### config.mk
export PLATFORM = sky130hd
export DESIGN_NAME = dma_engine
export DESIGN_NICKNAME = d
export VERILOG_FILES = /design/src/ddr_dma_pkg.sv /design/src/dma_engine.sv
export SDC_FILE = /design/constraint.sdc
export NUM_CORES = 1
export LEC_CHECK = 0
export BUFFER_PORTS_ARGS = -buffer_cell sky130_fd_sc_hd__buf_2
export CAP_MARGIN = 20
export CORE_AREA = 2 2 94 96
export CTS_CLUSTER_DIAMETER = 150
export CTS_CLUSTER_SIZE = 28
export DETAILED_ROUTE_END_ITERATION = 6
export DIE_AREA = 0 0 96 98
export PLACE_DENSITY = 0.75
export SLEW_MARGIN = 20
export SYNTH_ARGS = -nofsm -noshare
export SYNTH_HDL_FRONTEND = slang
export SYNTH_SLANG_ARGS = --single-unit
### constraint.sdc
create_clock -name clk -period 2 [get_ports clk]
set_input_delay 0.4 -clock clk [delete_from_list [all_inputs] [get_ports clk]]
set_output_delay 0.4 -clock clk [all_outputs]
set_load 0.05 [all_outputs]
### src/ddr_dma_pkg.sv
package ddr_dma_pkg;

    typedef logic [31:0] word_t;
    typedef logic [9:0]  spad_addr_t;     // Scratchpad word index
    typedef logic [24:0] dram_addr_t;     // DRAM word address
    typedef logic [5:0]  burst_len_t;     // Words minus one
    typedef logic [15:0] bus_addr_t;
    typedef logic [2:0]  mig_instr_t;

    typedef enum logic [2:0] {
        IDLE,
        FILL_WR,
        EMIT_WR,
        EMIT_RD,
        DRAIN_RD
    } dma_state_t;

    localparam mig_instr_t CMD_WR = 3'b010;
    localparam mig_instr_t CMD_RD = 3'b011;

    localparam logic [3:0] SPAD_REGION = 4'h1;   // Top nibble of bus address

    localparam bus_addr_t REG_DRAM_ADDR = 16'hc100;
    localparam bus_addr_t REG_SPAD_ADDR = 16'hc101;
    localparam bus_addr_t REG_BURST_LEN = 16'hc102;
    localparam bus_addr_t REG_CTRL      = 16'hc103;

endpackage

### src/dma_engine.sv
`timescale 1ns/100ps

module dma_engine (
    input  logic                    clk,
    input  logic                    rst,
    // Setup from registers
    input  logic                    start_wr_i,
    input  logic                    start_rd_i,
    input  ddr_dma_pkg::dram_addr_t dram_addr_i,
    input  ddr_dma_pkg::spad_addr_t spad_addr_i,
    input  ddr_dma_pkg::burst_len_t burst_len_i,
    output logic                    idle_o,
    // Scratchpad DMA port
    output ddr_dma_pkg::spad_addr_t spad_addr_o,
    output logic                    spad_we_o,
    output ddr_dma_pkg::word_t      spad_wdata_o,
    input  ddr_dma_pkg::word_t      spad_rdata_i,
    // Controller command port
    output logic                    cmd_en_o,
    output ddr_dma_pkg::mig_instr_t cmd_instr_o,
    output ddr_dma_pkg::burst_len_t cmd_bl_o,
    output logic [29:0]             cmd_byte_addr_o,
    input  logic                    cmd_full_i,
    // Write FIFO
    output logic                    wr_en_o,
    output ddr_dma_pkg::word_t      wr_data_o,
    input  logic                    wr_full_i,
    // Read FIFO
    output logic                    rd_en_o,
    input  ddr_dma_pkg::word_t      rd_data_i,
    input  logic                    rd_empty_i
);

    ddr_dma_pkg::dma_state_t state_q;
    ddr_dma_pkg::dram_addr_t dram_q;
    ddr_dma_pkg::burst_len_t len_q;
    ddr_dma_pkg::burst_len_t cnt_q;
    ddr_dma_pkg::spad_addr_t spad_ptr_q;
    logic                    fill_valid_q;
    logic                    issue_done_q;
    logic                    accept;
    logic                    advance;
    logic                    push;
    logic                    pop;
    logic                    filling;

    assign idle_o  = (state_q == ddr_dma_pkg::IDLE);
    assign accept  = idle_o && (start_wr_i || start_rd_i);   // Busy starts are dropped
    assign filling = (state_q == ddr_dma_pkg::FILL_WR);

    // One scratchpad read in flight toward the write FIFO
    assign push    = filling && fill_valid_q && !wr_full_i;
    assign advance = filling && (!fill_valid_q || !wr_full_i);
    assign pop     = (state_q == ddr_dma_pkg::DRAIN_RD) && !rd_empty_i;

    assign wr_en_o   = push;
    assign wr_data_o = spad_rdata_i;
    assign rd_en_o   = pop;

    // On a stall re-read the pending word so its data holds
    assign spad_addr_o  = (filling && !advance) ? spad_ptr_q - 1'b1 : spad_ptr_q;
    assign spad_we_o    = pop;
    assign spad_wdata_o = rd_data_i;

    assign cmd_en_o = ((state_q == ddr_dma_pkg::EMIT_WR) || (state_q == ddr_dma_pkg::EMIT_RD))
                      && !cmd_full_i;
    assign cmd_instr_o     = (state_q == ddr_dma_pkg::EMIT_RD) ? ddr_dma_pkg::CMD_RD
                                                               : ddr_dma_pkg::CMD_WR;
    assign cmd_bl_o        = len_q;
    assign cmd_byte_addr_o = {3'b000, dram_q, 2'b00};

    always_ff @(posedge clk) begin
        if (rst) begin
            state_q      <= ddr_dma_pkg::IDLE;
            fill_valid_q <= 1'b0;
            issue_done_q <= 1'b0;
        end else begin
            case (state_q)
                ddr_dma_pkg::IDLE: begin
                    fill_valid_q <= 1'b0;
                    issue_done_q <= 1'b0;
                    if (start_wr_i) begin
                        state_q <= ddr_dma_pkg::FILL_WR;
                    end else if (start_rd_i) begin
                        state_q <= ddr_dma_pkg::EMIT_RD;
                    end
                end
                ddr_dma_pkg::FILL_WR: begin
                    if (advance) begin
                        fill_valid_q <= !issue_done_q;
                        if (!issue_done_q && cnt_q == '0) begin
                            issue_done_q <= 1'b1;
                        end
                    end
                    if (push && issue_done_q) begin
                        state_q <= ddr_dma_pkg::EMIT_WR;   // Last word pushed
                    end
                end
                ddr_dma_pkg::EMIT_WR: begin
                    if (!cmd_full_i) begin
                        state_q <= ddr_dma_pkg::IDLE;
                    end
                end
                ddr_dma_pkg::EMIT_RD: begin
                    if (!cmd_full_i) begin
                        state_q <= ddr_dma_pkg::DRAIN_RD;
                    end
                end
                ddr_dma_pkg::DRAIN_RD: begin
                    if (pop && cnt_q == '0) begin
                        state_q <= ddr_dma_pkg::IDLE;
                    end
                end
                default: state_q <= ddr_dma_pkg::IDLE;
            endcase
        end
    end

    always_ff @(posedge clk) begin
        if (accept) begin
            dram_q     <= dram_addr_i;
            len_q      <= burst_len_i;
            cnt_q      <= burst_len_i;
            spad_ptr_q <= spad_addr_i;
        end else if ((advance && !issue_done_q) || pop) begin
            spad_ptr_q <= spad_ptr_q + 1'b1;   // Wraps at 1024
            if (cnt_q != '0) begin
                cnt_q <= cnt_q - 1'b1;
            end
        end
    end

endmodule

==> reports/results.ini <==
[outcome]
outcome = finished with violations
violations = negative setup slack

[logic_synthesis]
synth_top_cell_area_share_pct = 48.2
async_flop_share_pct = 0
synth.avg_cell_area_um2 = 10.8
synth_common_cells = buf_4 (73), edfxtp_1 (47), nor2_1 (29), a21oi_1 (17), nand2_1 (13)
synthCells = 272
syn_area_um2 = 2930
synth_largest_area_cell = edfxtp_1
yosysWarnings = 0
synth_top_cells_by_area = edfxtp_1 (48%), buf_4 (19%), nor2_1 (3.7%)
synth_seq_cells = 52
ys_types = 41
seq_area_frac_synth_pct = 51.6
synth_edf_count = 47
synth_flop_cell = edfxtp_1
yosys.cell_count.top_type = buf_4

[timing]
hold_violations = 0
setup_viol = 7
post-route-min-period_ns = 2.37
hold_ws_ns = 0.267
drv_slew = 0
fmax_ghz = 0.423
setup_slack_ns = -0.365
period_share_pct = 118
finalSetupTns_ns = -2.16
rsz0062_at_grt = true
fin_skew_ns = 0.00776

[layout]
drive_above_1_share_pct = 54.5
area_growth_pct = 27.2
num_antenna_cells = 0
fillerInstances = 775
nets = 447
register_area_um2 = 1520
multi_input_area_um2 = 1100

[global_routing]
track_usage_pct = 14.2
antenna_found_initial = 0
grt_max_degree = 32
grt-ovfl-total = 0
first_global_vias = 2085
grt_pass1_wl_mm = 10.3

[floorplanning]
boundaryPins = 230
die_w_um = 96
core_um2 = 8470
die_h_um = 98
fp.dieArea_um2 = 9410
initial_utilization_pct = 34.6
num_rows = 34

[clock_tree]
cts_tree = built
cts_max_path_buffers = 2
h-tree-depth = 2
clkLatencyLatePin_ns = 0.30
cts_root_buf = clkbuf_8
clkSinkCount = 52
clkTransAtPathRegs_ns = 0.09
cts_buffers = 5

[route]
drt-total-wl_mm = 6.81
wl_per_cell_um = 15.5
drc = 0
ant_nets = 0
dr.first_iter.drc_count = 79
vias_per_cell = 4.59
vias = 2018
drt_first_pass_iters = 4

[worst_setup_path]
cp.required_ns = 1.60
reg2reg_to = spad_ptr_q[9]$_DFFE_PP_
crit_path_end = spad_addr_o[8]
r2r_cells = 8
worstPathArrival_ns = 1.97
crit_chain = or4_4 -> nor4_4 -> buf_4 -> xnor2_2 -> buf_6
startpoint = spad_ptr_q[4]$_DFFE_PP_
max_stage_delay_ns = 0.61
start_kind = flop
r2r_start = spad_ptr_q[1]$_DFFE_PP_
critPathMaxFanout = 4
cp-end-kind = output pin
slowest_stage = or4_4
path_class = reg2out
ff2ff_setup_slack_ns = 0.04

[placement]
gp_congestion = 0.859
place.port_buffers = 94
place_hpwl_mm = 5.31

[pwr]
power.leakage_nw = 1.56
powerDensity_nw_per_um2 = 1810
power.total_mw = 6.75
ir_worst_vdd_uv = 465

[hold_path]
hold_class = in2reg

[job]
drv_cap = 0

critical path, delay by kind of cell (launching register included):
family | cells | cell delay [ns]
flip-flops | 1 | 0.40
AND/OR/NAND/NOR | 2 | 0.83
XOR/XNOR | 1 | 0.10
buffers and inverters | 2 | 0.33
flip-flops by register name, indices dropped and copies added, names as in the netlist:
register and count:
cmd_bl_o 6, cnt_q 6, dram_q 25, fill_valid_q 1, issue_done_q 1, spad_ptr_q 10, state_q 3
final cells by class:
| type | count | area share [%] |
|---|---|---|
| flip-flops and latches | 52 | 40.7 |
| clock inverters | 2 | 1.04 |
| well taps | 108 | 3.63 |
| repair buffers | 129 | 22.2 |
| multi-input cells | 135 | 29.6 |
| inverters | 8 | 0.907 |
| clock buffers | 6 | 1.95 |
cell families after synthesis:
group	after synthesis	synth area share, %
buffers and inverters	90	21.6
AND/OR/NAND/NOR	74	12.7
flip-flops	52	51.6
AO/OA/AOI/OAI	28	5.38
XOR/XNOR	21	6.28
adder cells (fa/ha/maj)	4	1.71
other	2	0.257
multiplexers	1	0.385
metal layers:
layer | GRT usage (%) | up-vias | routed length, um
met2 | 26.9 | 79 | 3990
li1 | - | 963 | -
met3 | 4.01 | 30 | 456
met1 | 13.3 | 946 | 2110
met5 | 0 | - | 0
met4 | 7.47 | 0 | 252
power breakdown:
part	internal (mW)	switching, mW	total, mW
logic	1.37	2.56	3.93
registers	1.84	0.266	2.10
clock network	0.378	0.331	0.709
timing repair:
item,in CTS,in global routing
hold buffers,0,0
setup buffers,6,3
gates resized for setup,30,26
pin swaps,9,11
endpoints found under the setup margin,10,13
how the worst min path moves through the flow:
stage,start,endpoint,cells after the start
after detailed placement,issue_done_q$_SDFFE_PP0P_,issue_done_q$_SDFFE_PP0P_,2
after global routing,dram_addr_i[10],dram_q[10]$_DFFE_PP_,1
after CTS,dram_addr_i[20],dram_q[20]$_DFFE_PP_,1
after floorplan,rst,state_q[0]$_SDFFE_PP0P_,1
after global placement,issue_done_q$_SDFFE_PP0P_,issue_done_q$_SDFFE_PP0P_,2
final,dram_addr_i[13],dram_q[13]$_DFFE_PP_,1
placed cells by master (no fill, tap or decap), types with 4 or more instances in the layout:
master,instances
nand2_1,10
buf_4,30
xnor2_1,5
xor2_1,7
xnor2_2,4
nor2_1,28
edfxtp_1,47
buf_6,13
buf_2,84
a21oi_1,16
conb_1,7
clkbuf_8,5
inv_1,4
through the flow:
step / instance area, um2 / setup WS, ns / util (%) / std cells
2_1_floorplan: 3130 / -0.184 / - / 277
3_3_place_gp: 3320 / -0.105 / 39.3 / 423
3_5_place_dp: 3320 / -0.118 / 39.3 / 423
4_1_cts: 3600 / -0.332 / 42.5 / 437
5_1_grt: 3720 / -0.442 / 44.0 / 440
6_report: 3720 / -0.365 / 44.0 / 440
Power figures use the tool's default switching activity.
