===== src/ddr_dma_pkg.sv =====
package ddr_dma_pkg;

    typedef logic [31:0] word_t;
    typedef logic [9:0]  spad_addr_t;     // Scratchpad word index
    typedef logic [24:0] dram_addr_t;     // DRAM word address
    typedef logic [5:0]  burst_len_t;     // Words minus one
    typedef logic [15:0] bus_addr_t;
    typedef logic [2:0]  mig_instr_t;

    typedef enum logic [2:0] {
        IDLE,
        FILL_WR,
        EMIT_WR,
        EMIT_RD,
        DRAIN_RD
    } dma_state_t;

    localparam mig_instr_t CMD_WR = 3'b010;
    localparam mig_instr_t CMD_RD = 3'b011;

    localparam logic [3:0] SPAD_REGION = 4'h1;   // Top nibble of bus address

    localparam bus_addr_t REG_DRAM_ADDR = 16'hc100;
    localparam bus_addr_t REG_SPAD_ADDR = 16'hc101;
    localparam bus_addr_t REG_BURST_LEN = 16'hc102;
    localparam bus_addr_t REG_CTRL      = 16'hc103;

endpackage


===== src/dma_regs.sv =====
`timescale 1ns/100ps

module dma_regs (
    input  logic                    clk,
    input  logic                    rst,
    // Processor bus
    input  ddr_dma_pkg::bus_addr_t  addr_i,
    input  ddr_dma_pkg::word_t      data_i,
    input  logic                    we_i,
    output ddr_dma_pkg::word_t      data_o,
    // Scratchpad bus port
    output ddr_dma_pkg::spad_addr_t spad_addr_o,
    output logic                    spad_we_o,
    output ddr_dma_pkg::word_t      spad_wdata_o,
    input  ddr_dma_pkg::word_t      spad_rdata_i,
    // DMA setup
    output logic                    start_wr_o,
    output logic                    start_rd_o,
    output ddr_dma_pkg::dram_addr_t dram_addr_o,
    output ddr_dma_pkg::spad_addr_t dma_spad_addr_o,
    output ddr_dma_pkg::burst_len_t burst_len_o,
    input  logic                    idle_i
);

    logic                    spad_sel;
    logic                    ctrl_wr;
    logic                    spad_sel_q;
    ddr_dma_pkg::word_t      reg_rdata_q;
    ddr_dma_pkg::dram_addr_t dram_addr_q;
    ddr_dma_pkg::spad_addr_t spad_addr_q;
    ddr_dma_pkg::burst_len_t burst_len_q;

    assign spad_sel = (addr_i[15:12] == ddr_dma_pkg::SPAD_REGION);
    assign ctrl_wr  = we_i && (addr_i == ddr_dma_pkg::REG_CTRL);

    assign spad_addr_o  = addr_i[9:0];   // Bits 11:10 ignored
    assign spad_we_o    = we_i && spad_sel;
    assign spad_wdata_o = data_i;

    // Bit 0 picks the direction
    assign start_wr_o = ctrl_wr && data_i[0];
    assign start_rd_o = ctrl_wr && !data_i[0];

    assign dram_addr_o     = dram_addr_q;
    assign dma_spad_addr_o = spad_addr_q;
    assign burst_len_o     = burst_len_q;

    always_ff @(posedge clk) begin
        if (rst) begin
            dram_addr_q <= '0;
            spad_addr_q <= '0;
            burst_len_q <= '0;
        end else if (we_i) begin
            case (addr_i)
                ddr_dma_pkg::REG_DRAM_ADDR: dram_addr_q <= data_i[26:2];
                ddr_dma_pkg::REG_SPAD_ADDR: spad_addr_q <= data_i[9:0];
                ddr_dma_pkg::REG_BURST_LEN: burst_len_q <= data_i[5:0];
                default: ;
            endcase
        end
    end

    always_ff @(posedge clk) begin
        if (rst) begin
            spad_sel_q  <= 1'b0;
            reg_rdata_q <= '0;
        end else begin
            spad_sel_q <= spad_sel;
            case (addr_i)
                ddr_dma_pkg::REG_DRAM_ADDR: reg_rdata_q <= {5'b0, dram_addr_q, 2'b00};
                ddr_dma_pkg::REG_SPAD_ADDR: reg_rdata_q <= {22'b0, spad_addr_q};
                ddr_dma_pkg::REG_BURST_LEN: reg_rdata_q <= {26'b0, burst_len_q};
                ddr_dma_pkg::REG_CTRL:      reg_rdata_q <= {31'b0, idle_i};
                default:                    reg_rdata_q <= '0;
            endcase
        end
    end

    // RAM output is already registered
    assign data_o = spad_sel_q ? spad_rdata_i : reg_rdata_q;

endmodule


===== config.mk =====
export PLATFORM = sky130hd
export DESIGN_NAME = dma_regs
export DESIGN_NICKNAME = d
export VERILOG_FILES = /design/src/ddr_dma_pkg.sv /design/src/dma_regs.sv
export SDC_FILE = /design/constraint.sdc
export NUM_CORES = 1
export LEC_CHECK = 0
export ABC_CLOCK_PERIOD_IN_PS = 1600
export CAP_MARGIN = 20
export CORE_UTILIZATION = 50
export CTS_BUF_LIST = sky130_fd_sc_hd__clkbuf_8
export DETAILED_ROUTE_END_ITERATION = 10
export DONT_BUFFER_PORTS = 1
export GPL_ROUTABILITY_DRIVEN = 0
export PLACE_DENSITY = 0.68
export SLEW_MARGIN = 10
export SYNTH_ARGS = -nofsm -noshare
export SYNTH_HDL_FRONTEND = slang
export SYNTH_SLANG_ARGS = --single-unit
export TNS_END_PERCENT = 5

===== constraint.sdc =====
create_clock -name clk -period 1.6 [get_ports clk]
set_input_delay 0.08 -clock clk [delete_from_list [all_inputs] [get_ports clk]]
set_output_delay 0.08 -clock clk [all_outputs]
set_load 0.005 [all_outputs]

==> results.py <==
metrics = {
    "worst_setup_path": {
        "cpMaxStageDelayCell": "mux2_2",
        "worstPathArrival_ps": 1400,
        "worstReg2RegStart": "dram_addr_o[16]",
        "critical_path.reg2reg.endpoint": "dram_addr_o[16]",
        "reg2regPathDepth": 3,
        "timing.critical_path.cells": "buf_4 -> mux2_2",
        "cpLargestDelayFamily": "multiplexers",
        "worst-path-stages": 2,
        "setup.worst_path.start_class": "flip-flop",
        "worstSetupEndpointType": "output port",
        "critical_path.max_stage_delay_ps": 390,
        "crit_fanout": 28,
        "worst-r2r-setup-slack_ps": 350,
        "worst-path-buf-inv": 1,
        "required_ps": 1520,
        "worst_setup_path_class": "flip-flop to output port",
    },
    "route": {
        "amount_of_wire_on_met3_after_detailed_routing_um": 878,
        "antenna_violating_nets_post_route": 0,
        "highest-signal-layer": "met4",
        "route.layer.met1.wl_um": 3350,
        "drtIter0Drc": 135,
        "drt_pre_antenna_iters": 5,
        "detailroute.via_count": 2704,
        "via_per_inst": 6.22,
        "final_routed_wire_length_divided_by_cell_count_um": 20.1,
        "drc_errors": 0,
        "detailed_route_wl_um": 8730,
        "detailroute.wirelength.met2_um": 4360,
    },
    "floorplan": {
        "die_height_um": 83.8,
        "core_area_mm2": 0.00639,
        "floorplan.die_area_mm2": 0.00701,
        "std_cell_rows": 29,
        "die_w_um": 83.8,
        "ioPinCount": 202,
        "initial_core_util_pct": 52.3,
    },
    "sta": {
        "clock-skew-final_ps": 8.02,
        "finalHoldViolations": 0,
        "min_period_over_period_pct": 92.7,
        "setup_violations": 0,
        "setup_total_negative_slack_ps": 0,
        "max_slew_margin_pct": 60.5,
        "rsz0062_at_grt": "false",
        "finalHoldWorstSlack_ps": 25.9,
        "drv_slew": 0,
        "max_clock_freq_mhz": 674,
        "layout_min_cycle_time_ps": 1480,
        "worst_slew_pin_slew_ps": 591,
    },
    "grt": {
        "globalRouteOverflowTotal": 0,
        "antenna_found_initial": 1,
        "grt_pass1_vias": 2646,
        "pin_count_of_the_biggest_net_entering_global_routing": 43,
        "grt_first_pass_wirelength_um": 13700,
        "grtUsageTotal_pct": 25.2,
    },
    "job": {
        "drv.max_cap_violation_count": 0,
    },
    "logic_synthesis": {
        "synth_mux_area_share_pct": 11.8,
        "ys.flop_type": "dfxtp_1",
        "synth_top_family_by_area": "simple AND/OR/NAND/NOR gates",
        "netlist_instances": 370,
        "share_of_synthesized_cell_area_in_full_adder_half_adder_and_majority_cells_pct": 0,
        "sequential_share_of_the_synthesized_area_pct": 41.3,
        "synth-seq-cells": 69,
        "synth.net_count": 454,
        "postSynthAreaPerCell_um2": 9.03,
        "synth.cell_area_mm2": 0.00334,
        "ys_types": 29,
        "synth_edf_count": 0,
        "simple_gate_share_of_the_synthesized_area_pct": 18.9,
        "synth_compound_gate_area_share_pct": 13.3,
        "yosys_warnings": 0,
        "synthXorXnorAreaFrac_pct": 0,
        "proportion_of_synthesized_flip_flops_having_asynchronous_set_or_reset_pct": 0,
    },
    "place": {
        "placed_cell_area_mm2": 0.00303,
        "hpwl_um": 5640,
        "port-buffer-count": 0,
    },
    "hold_path": {
        "whs_path_depth": 3,
        "whs_endpoint": "reg_rdata_q[0]",
        "timing.hold.worst.class": "primary input to flip-flop",
        "hp-start": "idle_i",
    },
    "cts": {
        "cts.path.max_buffers": 2,
        "cts_post_setup_buffers_inserted": 0,
        "root_buffer": "clkbuf_8",
        "cts.sinks": 69,
        "cts.reportedPaths.clkPinSlew_ps": 70,
        "clk_latency_ps": 350,
        "tritoncts_clock_tree": "done",
        "clock_tree.htree_level_count": 3,
        "tritoncts.num_buffers": 9,
    },
    "final_layout": {
        "final_layout_size_suffix_gt1_share_pct": 17.6,
        "design_area_mm2": 0.00365,
        "n_diodes": 0,
        "areaGrowthSynthToFinish_pct": 9.25,
        "final_nets": 437,
    },
    "power_and_ir_drop": {
        "total_power_consumption_of_the_routed_design_mw": 3.47,
        "power_density_mw_per_mm2": 949,
        "static_power_due_to_leakage_nw": 1.31,
        "worst_ir_drop_vdd_v": 0.000630,
    },
    "outcome": {
        "status": "finished clean",
    },
}
[synthesized netlist by cell type, types with 2 or more instances]
master	count	share of area, %
buf_2	2	0.30
mux2_2	28	9.4
nand4_1	42	7.9
clkbuf_1	23	2.6
nor2_1	17	1.9
and2_1	22	4.1
nand2b_1	2	0.37
a21oi_1	45	6.7
a22oi_1	2	0.45
buf_4	44	9.9
buf_1	3	0.34
mux2i_1	8	2.4
dfxtp_1	69	41
nor3_1	3	0.45
nor2b_1	2	0.37
o21ai_0	41	6.1
buf_6	4	1.3
or2_2	2	0.37
[flip-flops by register name, summed over array words and instances, names as in the netlist]
| signal | flops |
|---|---|
| reg_rdata_q | 27 |
| dram_addr_o | 25 |
| dma_spad_addr_o | 10 |
| burst_len_o | 6 |
| spad_sel_q | 1 |
[per-layer routing]
metal | vias up | GRT usage, %
li1 | 1241 | -
met1 | 1279 | 28.6
met5 | - | 0
met2 | 171 | 42.9
met4 | 0 | 10.5
met3 | 13 | 8.80
[worst max path at each step]
| stage | endpoint | start | slack (ps) |
|---|---|---|---|
| 3_5_place_dp | dram_addr_o[2] | addr_i[10] | 290 |
| 5_1_grt | data_o[25] | spad_sel_q | 40 |
| 3_3_place_gp | burst_len_o[4] | addr_i[10] | 340 |
| 4_1_cts | reg_rdata_q[6] | addr_i[0] | 40 |
| 6_report | data_o[6] | spad_sel_q | 120 |
| 2_1_floorplan | data_o[10] | spad_sel_q | 340 |
[worst register-to-register path: stages, from the launching register on]
cell and delay [ps]:
dfxtp_1 370, o21ai_0 110, a21oi_1 150, dlygate4sd3_1 560
[cell usage in the layout (no fill, tap or decap), types with 3 or more instances in the layout]
master / n
o21ai_0: 41
clkbuf_8: 9
buf_4: 10
mux2i_1: 8
dfxtp_1: 69
nor2_1: 16
mux2_2: 28
dlygate4sd3_1: 35
nor3_1: 3
a21oi_1: 45
nand4_1: 42
and2_1: 22
[logic make-up after synthesis]
| logic type | count (synthesis) |
|---|---|
| simple gates | 100 |
| compound gates | 88 |
| buf+inv | 77 |
| flops | 69 |
| mux | 36 |
[layout make-up]
| cell class | count | area [um^2] |
|---|---|---|
| clock buffer | 9 | 124 |
| clock inverter | 7 | 91.3 |
| fill | 542 | 2740 |
| inverter | 1 | 3.75 |
| multi-input combinational | 224 | 1480 |
| sequential | 69 | 1380 |
| tap | 77 | 96.3 |
| timing repair buffer | 48 | 478 |
[power by group]
group / leakage [nW] / total, mW / internal [mW] / switching (mW)
sequential: 0.555 / 1.72 / 1.72 / 0.000212
combinational: 0.644 / 0.203 / 0.0958 / 0.108
clock: 0.114 / 1.55 / 0.871 / 0.676
[repair_timing]
action,CTS,global route
endpoints found under the setup margin,0,1
gates resized for setup,0,1
endpoints found under the hold margin,51,0
hold buffers,38,0
[metrics by stage]
stage,utilization [%],setup slack [ps],instances
2_1_floorplan,-,336,370
3_3_place_gp,47.5,336,381
3_5_place_dp,47.5,287,381
4_1_cts,57.1,36.8,435
5_1_grt,57.2,37.8,435
6_report,57.2,117,435
Note: power is estimated with default switching activity, not from simulation.
